## config.mk

```make
export PLATFORM = sky130hd
export DESIGN_NAME = l1_cache_top
export DESIGN_NICKNAME = d
export VERILOG_FILES = /design/src/hw/cache_pkg.sv /design/src/hw/lookup_if.sv /design/src/hw/victim_if.sv /design/src/hw/tag_store.sv /design/src/hw/victim_select.sv /design/src/hw/cache_sequencer.sv /design/src/hw/l1_cache_top.sv
export SDC_FILE = /design/constraint.sdc
export NUM_CORES = 2
export LEC_CHECK = 0
export ABC_AREA = 1
export BUFFER_PORTS_ARGS = -buffer_cell sky130_fd_sc_hd__buf_2
export CELL_PAD_IN_SITES_DETAIL_PLACEMENT = 0
export CELL_PAD_IN_SITES_GLOBAL_PLACEMENT = 2
export CORE_UTILIZATION = 40
export CTS_BUF_LIST = sky130_fd_sc_hd__clkbuf_2 sky130_fd_sc_hd__clkbuf_4 sky130_fd_sc_hd__clkbuf_8
export DETAILED_ROUTE_END_ITERATION = 8
export HOLD_SLACK_MARGIN = 0.05
export PLACE_DENSITY = 0.82
export SLEW_MARGIN = 40
export SYNTH_ARGS = -nofsm -noshare
export SYNTH_HDL_FRONTEND = slang
export SYNTH_SLANG_ARGS = --single-unit
export TNS_END_PERCENT = 5
```

## constraint.sdc

```tcl
create_clock -name clock_i -period 5.6 [get_ports clock_i]
set_input_delay 0.84 -clock clock_i [delete_from_list [all_inputs] [get_ports clock_i]]
set_output_delay 0.84 -clock clock_i [all_outputs]
set_load 0.005 [all_outputs]
```

## src/hw/cache_pkg.sv

```systemverilog
package cache_pkg;

	// geometry
	// --------------------
	localparam int WORD_BITS      = 32;   // data word
	localparam int ADDR_BITS      = 16;   // word address
	localparam int WORDS_PER_LINE = 4;    // words in one block
	localparam int OFFSET_BITS    = 2;    // word-in-block index
	localparam int NUM_SETS       = 4;
	localparam int SET_BITS       = 2;
	localparam int NUM_WAYS       = 2;    // two-way set associative
	localparam int TAG_BITS       = ADDR_BITS - SET_BITS - OFFSET_BITS;

	// vector types
	// --------------------
	typedef logic [WORD_BITS-1:0]   word_t;
	typedef logic [ADDR_BITS-1:0]   addr_t;   // {tag, set, offset}
	typedef logic [TAG_BITS-1:0]    tag_t;
	typedef logic [SET_BITS-1:0]    set_t;
	typedef logic [OFFSET_BITS-1:0] offset_t;
	typedef logic                   way_t;    // one bit covers two ways

	// one extra bit so the counter can reach WORDS_PER_LINE
	typedef logic [OFFSET_BITS:0]   count_t;

	// sequencer FSM
	// --------------------
	typedef enum logic [2:0] {
		ST_LOOKUP    = 3'd0,  // hit/miss check on the core request
		ST_REQUEST   = 3'd1,  // wait for next level, pick write-back or fill
		ST_WRITEBACK = 3'd2,  // stream dirty victim out
		ST_FILL      = 3'd3,  // stream new block in
		ST_REPLAY    = 3'd4   // serve the stalled request as a hit
	} seq_state_t;

endpackage

```

## src/hw/lookup_if.sv

```systemverilog
`timescale 1ns/1ps

// sequencer <-> tag store
interface lookup_if;

	cache_pkg::tag_t tag;         // tag of the current address
	cache_pkg::set_t set;         // set of the current address
	logic            tag_wr_en;   // write tag, set valid
	cache_pkg::way_t tag_wr_way;  // way to write, also selects victim_tag
	logic            hit;
	cache_pkg::way_t hit_way;
	cache_pkg::tag_t victim_tag;  // old tag in tag_wr_way

	modport sequencer (
		output tag, set, tag_wr_en, tag_wr_way,
		input  hit, hit_way, victim_tag
	);

	modport store (
		input  tag, set, tag_wr_en, tag_wr_way,
		output hit, hit_way, victim_tag
	);

endinterface

```

## src/hw/victim_if.sv

```systemverilog
`timescale 1ns/1ps

// sequencer <-> victim selector
interface victim_if;

	cache_pkg::set_t set;
	logic            miss_pulse;    // one cycle per miss
	logic            mark_dirty;    // store hit on (set, mark_way)
	logic            clear_dirty;   // victim line written back
	cache_pkg::way_t mark_way;
	cache_pkg::way_t victim_way;    // valid one cycle after miss_pulse
	logic            victim_dirty;

	modport sequencer (
		output set, miss_pulse, mark_dirty, clear_dirty, mark_way,
		input  victim_way, victim_dirty
	);

	modport selector (
		input  set, miss_pulse, mark_dirty, clear_dirty, mark_way,
		output victim_way, victim_dirty
	);

endinterface

```

## src/hw/tag_store.sv

```systemverilog
`timescale 1ns/1ps

module tag_store (
	input logic     clock_i,
	input logic     resetn_i,
	lookup_if.store lk
);

	// storage
	// --------------------
	cache_pkg::tag_t tag_q [cache_pkg::NUM_SETS][cache_pkg::NUM_WAYS];
	logic [cache_pkg::NUM_WAYS-1:0] valid_q [cache_pkg::NUM_SETS];

	logic [cache_pkg::NUM_WAYS-1:0] match;  // per-way compare result
	cache_pkg::way_t hit_way;

	// lookup, purely combinational
	// --------------------
	always_comb begin
		hit_way = '0;
		for (int w = 0; w < cache_pkg::NUM_WAYS; w++) begin
			match[w] = valid_q[lk.set][w] && (tag_q[lk.set][w] == lk.tag);
			if (match[w]) begin
				hit_way = cache_pkg::way_t'(w);  // last match wins, only one expected
			end
		end
	end

	assign lk.hit        = |match;
	assign lk.hit_way    = hit_way;
	assign lk.victim_tag = tag_q[lk.set][lk.tag_wr_way];  // old tag for write-back address

	// tag write
	// --------------------
	always_ff @(posedge clock_i) begin
		if (lk.tag_wr_en) begin
			tag_q[lk.set][lk.tag_wr_way] <= lk.tag;
		end
	end

	// valid bits
	always_ff @(posedge clock_i) begin
		if (!resetn_i) begin
			valid_q <= '{default: '0};  // empty cache
		end else if (lk.tag_wr_en) begin
			valid_q[lk.set][lk.tag_wr_way] <= 1'b1;
		end
	end

	// a block lives in at most one way of its set
	// relies on the sequencer only filling after a real miss
	a_single_way_hit: assert property (
		@(posedge clock_i) disable iff (!resetn_i)
		$onehot0(match)
	) else $error("tag_store: tag present in more than one way");

endmodule

```

## src/hw/victim_select.sv

```systemverilog
`timescale 1ns/1ps

module victim_select (
	input logic        clock_i,
	input logic        resetn_i,
	victim_if.selector vc
);

	// fifo pointer per set, names the way replaced next
	cache_pkg::way_t fifo_ptr_q [cache_pkg::NUM_SETS];

	// dirty bit per line
	logic [cache_pkg::NUM_WAYS-1:0] dirty_q [cache_pkg::NUM_SETS];

	cache_pkg::way_t victim_way_q;  // latched on miss_pulse

	// replacement and dirty tracking
	// --------------------
	always_ff @(posedge clock_i) begin
		if (!resetn_i) begin
			fifo_ptr_q   <= '{default: '0};
			dirty_q      <= '{default: '0};
			victim_way_q <= '0;
		end else begin
			if (vc.miss_pulse) begin
				victim_way_q <= fifo_ptr_q[vc.set];                 // oldest way in the set
				fifo_ptr_q[vc.set] <= fifo_ptr_q[vc.set] + 1'b1;    // next one in line
			end
			if (vc.mark_dirty) begin
				dirty_q[vc.set][vc.mark_way] <= 1'b1;  // store hit
			end
			if (vc.clear_dirty) begin
				dirty_q[vc.set][victim_way_q] <= 1'b0;  // line now clean in next level
			end
		end
	end

	assign vc.victim_way   = victim_way_q;
	assign vc.victim_dirty = dirty_q[vc.set][victim_way_q];

	// a store never lands on the line that is being written back
	a_dirty_exclusive: assert property (
		@(posedge clock_i) disable iff (!resetn_i)
		!(vc.mark_dirty && vc.clear_dirty && (vc.mark_way == victim_way_q))
	) else $error("victim_select: mark and clear on the same line");

endmodule

```

## src/hw/cache_sequencer.sv

```systemverilog
`timescale 1ns/1ps

module cache_sequencer (
	input  logic              clock_i,
	input  logic              resetn_i,
	input  logic              enable_i,
	// core port
	input  logic              core_req_i,
	input  logic              core_rw_i,        // 1 store, 0 load
	input  cache_pkg::addr_t  core_addr_i,
	input  cache_pkg::word_t  core_data_i,
	output cache_pkg::word_t  core_data_o,
	output logic              core_done_o,
	output logic              core_hit_o,
	// fill stream in
	input  logic              fill_valid_i,
	input  cache_pkg::word_t  fill_data_i,
	output logic              fill_ack_o,
	// write-back stream out
	input  logic              wb_ready_i,
	output logic              wb_valid_o,
	output cache_pkg::word_t  wb_data_o,
	// next-level command
	input  logic              mem_ready_i,
	output logic              mem_req_o,
	output logic              mem_rw_o,         // 1 write-back, 0 fill
	output cache_pkg::addr_t  mem_addr_o,
	// performance pulses
	output logic              flag_hit_o,
	output logic              flag_miss_o,
	output logic              flag_writeback_o,
	lookup_if.sequencer       lk,
	victim_if.sequencer       vc
);

	cache_pkg::seq_state_t state_q;
	cache_pkg::count_t     cnt_q;     // words moved in this block
	cache_pkg::count_t     cnt_next;
	logic                  xfer_last;

	// latched missing request
	cache_pkg::addr_t req_addr_q;
	logic             req_rw_q;
	cache_pkg::word_t req_data_q;

	// data array, set x way x offset
	cache_pkg::word_t data_q [cache_pkg::NUM_SETS][cache_pkg::NUM_WAYS][cache_pkg::WORDS_PER_LINE];

	cache_pkg::addr_t   cur_addr;
	cache_pkg::tag_t    cur_tag;
	cache_pkg::set_t    cur_set;
	cache_pkg::offset_t cur_off;
	logic               cur_rw;
	cache_pkg::word_t   cur_wdata;

	logic serve, miss_start, cmd_issue, wb_fire, fill_fire;
	logic data_we;
	cache_pkg::way_t    data_way;
	cache_pkg::offset_t data_off;
	cache_pkg::word_t   data_wdata;

	// request decode
	// --------------------
	assign cur_addr  = (state_q == cache_pkg::ST_LOOKUP) ? core_addr_i : req_addr_q;
	assign cur_rw    = (state_q == cache_pkg::ST_LOOKUP) ? core_rw_i : req_rw_q;
	assign cur_wdata = (state_q == cache_pkg::ST_LOOKUP) ? core_data_i : req_data_q;
	assign cur_tag   = cur_addr[cache_pkg::ADDR_BITS-1 -: cache_pkg::TAG_BITS];
	assign cur_set   = cur_addr[cache_pkg::OFFSET_BITS +: cache_pkg::SET_BITS];
	assign cur_off   = cur_addr[cache_pkg::OFFSET_BITS-1:0];

	// access strobes, all held off while disabled
	assign serve      = enable_i && ((state_q == cache_pkg::ST_LOOKUP && core_req_i && lk.hit)
	                    || state_q == cache_pkg::ST_REPLAY);
	assign miss_start = enable_i && state_q == cache_pkg::ST_LOOKUP && core_req_i && !lk.hit;
	assign cmd_issue  = enable_i && state_q == cache_pkg::ST_REQUEST && mem_ready_i;
	assign wb_valid_o = enable_i && state_q == cache_pkg::ST_WRITEBACK;
	assign fill_ack_o = enable_i && state_q == cache_pkg::ST_FILL && fill_valid_i;
	assign wb_fire    = wb_valid_o && wb_ready_i;
	assign fill_fire  = fill_ack_o;

	assign cnt_next  = cnt_q + 1'b1;
	assign xfer_last = (cnt_next == cache_pkg::count_t'(cache_pkg::WORDS_PER_LINE));

	// no request means nothing to stall on
	assign core_hit_o = (core_req_i || state_q != cache_pkg::ST_LOOKUP) ? lk.hit : 1'b1;

	// tag store and victim selector
	// --------------------
	assign lk.tag        = cur_tag;
	assign lk.set        = cur_set;
	assign lk.tag_wr_way = vc.victim_way;     // also gives the old tag
	assign lk.tag_wr_en  = fill_fire && xfer_last;

	assign vc.set         = cur_set;
	assign vc.miss_pulse  = miss_start;
	assign vc.mark_dirty  = serve && cur_rw;
	assign vc.mark_way    = lk.hit_way;
	assign vc.clear_dirty = wb_fire && xfer_last;

	// data array port
	assign data_we    = (serve && cur_rw) || fill_fire;
	assign data_way   = fill_fire ? vc.victim_way : lk.hit_way;
	assign data_off   = fill_fire ? cnt_q[cache_pkg::OFFSET_BITS-1:0] : cur_off;
	assign data_wdata = fill_fire ? fill_data_i : cur_wdata;

	assign wb_data_o = data_q[cur_set][vc.victim_way][cnt_q[cache_pkg::OFFSET_BITS-1:0]];

	// control FSM
	// --------------------
	always_ff @(posedge clock_i) begin
		if (!resetn_i) begin
			state_q          <= cache_pkg::ST_LOOKUP;
			cnt_q            <= '0;
			core_done_o      <= 1'b1;
			mem_req_o        <= 1'b0;
			flag_hit_o       <= 1'b0;
			flag_miss_o      <= 1'b0;
			flag_writeback_o <= 1'b0;
		end else begin
			mem_req_o        <= 1'b0;  // pulses by default
			flag_hit_o       <= 1'b0;
			flag_miss_o      <= 1'b0;
			flag_writeback_o <= 1'b0;
			if (enable_i) begin
				case (state_q)
					cache_pkg::ST_LOOKUP: begin
						flag_hit_o <= serve;  // first-time hits only
						if (miss_start) begin
							core_done_o <= 1'b0;  // stall core
							flag_miss_o <= 1'b1;
							state_q     <= cache_pkg::ST_REQUEST;
						end
					end
					cache_pkg::ST_REQUEST: begin
						if (cmd_issue) begin
							mem_req_o <= 1'b1;
							if (vc.victim_dirty) begin
								flag_writeback_o <= 1'b1;
								state_q <= cache_pkg::ST_WRITEBACK;
							end else begin
								state_q <= cache_pkg::ST_FILL;
							end
						end
					end
					cache_pkg::ST_WRITEBACK: begin
						if (wb_fire) begin
							cnt_q <= xfer_last ? '0 : cnt_next;
							if (xfer_last) begin
								state_q <= cache_pkg::ST_REQUEST;  // now clean, fill comes next
							end
						end
					end
					cache_pkg::ST_FILL: begin
						if (fill_fire) begin
							cnt_q <= xfer_last ? '0 : cnt_next;
							if (xfer_last) begin
								state_q <= cache_pkg::ST_REPLAY;
							end
						end
					end
					cache_pkg::ST_REPLAY: begin
						core_done_o <= 1'b1;  // data lands in the same edge
						state_q     <= cache_pkg::ST_LOOKUP;
					end
					default: state_q <= cache_pkg::ST_LOOKUP;
				endcase
			end
		end
	end

	// payload, data array and command fields
	// --------------------
	always_ff @(posedge clock_i) begin
		if (data_we) begin
			data_q[cur_set][data_way][data_off] <= data_wdata;
		end
		if (miss_start) begin
			req_addr_q <= core_addr_i;
			req_rw_q   <= core_rw_i;
			req_data_q <= core_data_i;
		end
		if (serve && !cur_rw) begin
			core_data_o <= data_q[cur_set][lk.hit_way][cur_off];
		end
		if (cmd_issue) begin
			mem_rw_o   <= vc.victim_dirty;
			mem_addr_o <= vc.victim_dirty
				? {lk.victim_tag, cur_set, {cache_pkg::OFFSET_BITS{1'b0}}}  // old line base
				: {cur_tag, cur_set, {cache_pkg::OFFSET_BITS{1'b0}}};       // new block base
		end
	end

	// fill only while the missing tag is still absent
	a_fill_ack: assert property (
		@(posedge clock_i) disable iff (!resetn_i)
		fill_ack_o |-> fill_valid_i && !lk.hit
	) else $error("cache_sequencer: bad fill ack");

	// command pulse follows a cycle with mem_ready_i high
	a_mem_req: assert property (
		@(posedge clock_i) disable iff (!resetn_i)
		mem_req_o |-> $past(mem_ready_i)
	) else $error("cache_sequencer: command without ready");

endmodule

```

## src/hw/l1_cache_top.sv

```systemverilog
`timescale 1ns/1ps

module l1_cache_top (
	input  logic             clock_i,
	input  logic             resetn_i,
	input  logic             enable_i,
	// core
	input  logic             core_req_i,
	input  logic             core_rw_i,
	input  cache_pkg::addr_t core_addr_i,
	input  cache_pkg::word_t core_data_i,
	output cache_pkg::word_t core_data_o,
	output logic             core_done_o,
	output logic             core_hit_o,
	// fill stream
	input  logic             fill_valid_i,
	input  cache_pkg::word_t fill_data_i,
	output logic             fill_ack_o,
	// write-back stream
	input  logic             wb_ready_i,
	output logic             wb_valid_o,
	output cache_pkg::word_t wb_data_o,
	// memory command
	input  logic             mem_ready_i,
	output logic             mem_req_o,
	output logic             mem_rw_o,
	output cache_pkg::addr_t mem_addr_o,
	// performance
	output logic             flag_hit_o,
	output logic             flag_miss_o,
	output logic             flag_writeback_o
);

	lookup_if lk_bus ();  // sequencer <-> tag store
	victim_if vc_bus ();  // sequencer <-> fifo/dirty

	tag_store u_tag_store (
		.clock_i  (clock_i),
		.resetn_i (resetn_i),
		.lk       (lk_bus)
	);

	victim_select u_victim_select (
		.clock_i  (clock_i),
		.resetn_i (resetn_i),
		.vc       (vc_bus)
	);

	cache_sequencer u_sequencer (
		.clock_i, .resetn_i, .enable_i,
		.core_req_i, .core_rw_i, .core_addr_i, .core_data_i,
		.core_data_o, .core_done_o, .core_hit_o,
		.fill_valid_i, .fill_data_i, .fill_ack_o,
		.wb_ready_i, .wb_valid_o, .wb_data_o,
		.mem_ready_i, .mem_req_o, .mem_rw_o, .mem_addr_o,
		.flag_hit_o, .flag_miss_o, .flag_writeback_o,
		.lk (lk_bus),
		.vc (vc_bus)
	);

endmodule

```

==> results.ini <==
[place]
post_dp_cell_area_um2=55630
io_buffers=174
hpwl_mm=96.97
dp_cells=5915
gp_congestion=0.8195

[power_and_ir_drop]
powerDensity_nw_per_um2=365.6
leakagePower_uw=0.02214
worst_ir_drop_vdd_mv=0.2602

[critical_path]
r2r-end=u_sequencer.data_q[1][31]$_DFFE_PP_
worstPathArrival_ps=4530
cp.required_ps=4760
path_buf_inv=4
cp_top_family=compound AO/OA/AOI/OAI gates
end_kind=output port
rrSetupSlack_ps=980
cp_cell_sequence=nor2_4 -> nand2_8 -> o21ai_4 -> inv_2 -> nor2_4 -> buf_12 -> buf_4 -> a22oi_1 -> nand3_1 -> o21ai_0 -> o21ai_1 -> nor2_1 -> a31oi_1 -> buf_2
critPathKind=reg2out
critPathLaunch=u_sequencer.state_q[0]$_SDFFE_PN0P_
slowest_delay_ps=480
crit_path_top_delay_cell=a31oi_1
reg2regPathDepth=20
critPathLaunchType=flop
r2r_start=u_sequencer.state_q[0]$_SDFFE_PN0P_
cp_max_fo=29
cpMostUsedCell=nor2_4

[finish]
multi_input_area_um2=12690
fillers=11450
final_cells=6329
drive_above_1_share=0.1664
fin_area_um2=60270
area_growth_pct=16.66
seqCellArea_um2=37160
nNetsFinal=4585

[synth]
synth_top_cell_by_area=edfxtp_1
synth_compound_area_frac=0.1181
ys.warnings.count=0
synth_area_leaders=edfxtp_1 (71%), nand2_1 (6.6%), a22oi_1 (5.6%)
synthDominantCellAreaShare=0.7068
synthCells=4171
synth_area_um2=51660
synth_seq_cells=1248
synth_cell_types=41
synthAdderAreaFrac=0.0007266
avgSynthCellArea_um2=12.39
synthXorXnorAreaFrac=0
synth_top_family_by_area=compound AO/OA/AOI/OAI gates
muxShareOfSynthArea=0
yosysSeqAreaShare=0.7192
synth-simple-area-share=0.1156

[routing]
wl_met2_mm=82.58
first_iter_violations=4087
detail_route.drc_violations=0
totalWireLength_mm=169.2
drt-wirelength-per-cell_um=26.73
wl_met1_mm=66.56
drtAntennaViolNets=0
route.met3.wl_mm=13.75
first_pass_iters=7
top_layer_used=met5
vias=36000
via_per_inst=5.688

[worst_hold_path]
whs_endpoint=u_sequencer.req_data_q[30]$_DFFE_PP_
hold_class=in2reg
holdPathStages=1
min_from=core_data_i[30]

[floorplan]
die_width_um=361.4
coreArea_um2=127800
die_h_um=361.4
design.die.area_um2=130600
initial_core_util=0.4041
pin_count=177
rows=131

[global_route]
grt_pass1_vias=35080
grt_antenna_before_repair=5
grt_max_degree=129
grt.overflow.total=0
grt_pass1_wl_mm=243.7
grtUsageTotal=0.2571

[timing]
tightest_slew_ps=913.3
drv_slew=0
hold_viol=0
clock_skew_ps=53.79
maxSlewHeadroom=0.3911
clock.fmax_ghz=0.1862
layout_min_cycle_time_ps=5372
period_share=0.9592
rsz0062_at_grt=true
finalSetupViolCount=0

[clocking]
cts.clk_slew.worst_paths_ps=60
clk_latency_ps=940
cts_htree_levels=4
cts_tree=done
cts_made_buffers=202
clock-sinks=1248
cts.path.max_buffers=3
clockRootBuffer=clkbuf_8

[job]
max_cap_viol_count=0

[outcome]
status=finished clean

## repair_timing
action                                  4_1_cts  5_1_grt
setup buffers                                 0        0
pin swaps                                     0        1
endpoints found under the setup margin        1       24
hold buffers                                 35        0
gates resized for setup                       1       14
endpoints found under the hold margin        35        0
## cell usage in the layout, fill, tap and decap left out, types with 119 or more instances in the layout
master,netlist,layout
a21oi_1,129,128
a22oi_1,382,382
buf_2,86,174
inv_1,301,295
nand2_1,902,900
edfxtp_1,1216,1216
buf_4,8,119
nor2_1,204,171
clkbuf_8,0,203
nand3_1,246,246
o21ai_0,160,159
## area by class of cell
class | count | area share
Clock inverter | 121 | 0.01661
Inverter | 312 | 0.01981
Sequential cell | 1248 | 0.6166
Clock buffer | 253 | 0.05259
Antenna cell | 3 | 0.0001246
Tap cell | 1662 | 0.03450
Multi-Input combinational cell | 2356 | 0.2105
Timing Repair Buffer | 374 | 0.04922
## how the worst max path moves through the flow
stage	end	slack (ps)	cells after the start
3_3_place_gp	u_sequencer.data_q[1][21]$_DFFE_PP_	860	16
3_5_place_dp	u_sequencer.data_q[1][11]$_DFFE_PP_	820	23
4_1_cts	wb_data_o[16]	20	14
5_1_grt	wb_data_o[0]	-10	14
2_1_floorplan	u_sequencer.data_q[0][0]$_DFFE_PP_	1250	21
6_report	wb_data_o[10]	230	14
## cell usage after synthesis
cell type  count
inv_2          7
a211oi_1       1
nor2_1       204
nand2_1      902
nand2_4       12
dfxtp_1       32
buf_1         26
o21ai_0      160
buf_4          8
nand3_1      246
or2_1          3
clkinv_1       4
nand3b_1       2
ha_1           3
o211ai_1     113
buf_2         86
nand2_2        4
a22oi_1      382
or2_2          2
o21ai_2        3
edfxtp_1    1216
or2_0          8
nand2_8        3
a31oi_1       50
nand3_2        1
o22ai_1        4
conb_1         1
nor2_4         2
o221ai_1      29
buf_6         16
o21ai_1       34
nand4_1       33
a21oi_1      129
nor2_2         1
nor3_1         4
o2111ai_1      1
inv_1        301
nor3b_1        1
o31a_1         6
clkbuf_1     120
o21a_1        11
## report_power, final
group          total [µW]  switching, µW  internal (µW)  leakage [µW]
sequential          10600           11.5          10600        0.0112
clock                8200           3800           4400       0.00217
combinational        3270           2360            903       0.00875
total               22000           6170          15900        0.0221
## flip-flops by register name, summed over array words and instances (netlist names), 8 cells and up
signal                   cells
u_sequencer.req_addr_q      16
u_sequencer.req_data_q      32
u_sequencer.core_data_o     32
u_tag_store.tag_q           96
u_tag_store.valid_q          8
u_sequencer.mem_addr_o      14
u_victim_select.dirty_q      8
u_sequencer.data_q        1024
## kinds of logic after synthesis
kind of cell,after synthesis
DFF,1248
other,1
and+or+nand+nor,1428
AOI/OAI and AO/OA,923
buffers and inverters,568
adders and majority gates,3
## routing by layer
layer,GRT usage,vias to the layer above
met5,0,-
met4,0.09929,2
met3,0.04495,330
met2,0.4317,1734
met1,0.3315,18000
li1,-,15930
## worst register-to-register path, cell delays in order (launching register included)
cell     delay, ps
dfxtp_1        370
nor2_4         230
nand2_8        190
nand2_1        170
o21ai_4         90
inv_2          440
nand2_1        170
nand3_1        110
nand2_1         80
nor2_1         110
nand2_1         60
nor2_1         310
nand2_8        270
nand2_1        180
nand2_2        100
nand2_4        150
nand2_4         90
nand2_8        160
nand2_4        130
nor2_4         650
buf_12         250
## per-stage QoR
| stage | setup TNS [ps] | utilization | total power [µW] | hold WS, ps | setup slack, ps |
|---|---|---|---|---|---|
| floorplan | 0 | - | 12630 | 427.6 | 1246 |
| global placement | 0 | 0.4349 | 13940 | 437.0 | 861.5 |
| detailed placement | 0 | 0.4351 | 13970 | 441.6 | 818.6 |
| CTS | 0 | 0.4705 | 22110 | 51.25 | 21.08 |
| global route | -14.90 | 0.4714 | 22810 | 69.62 | -14.90 |
| finish | 0 | 0.4714 | 22040 | 136.9 | 228.4 |
Note: power is estimated with default switching activity, not from simulation.
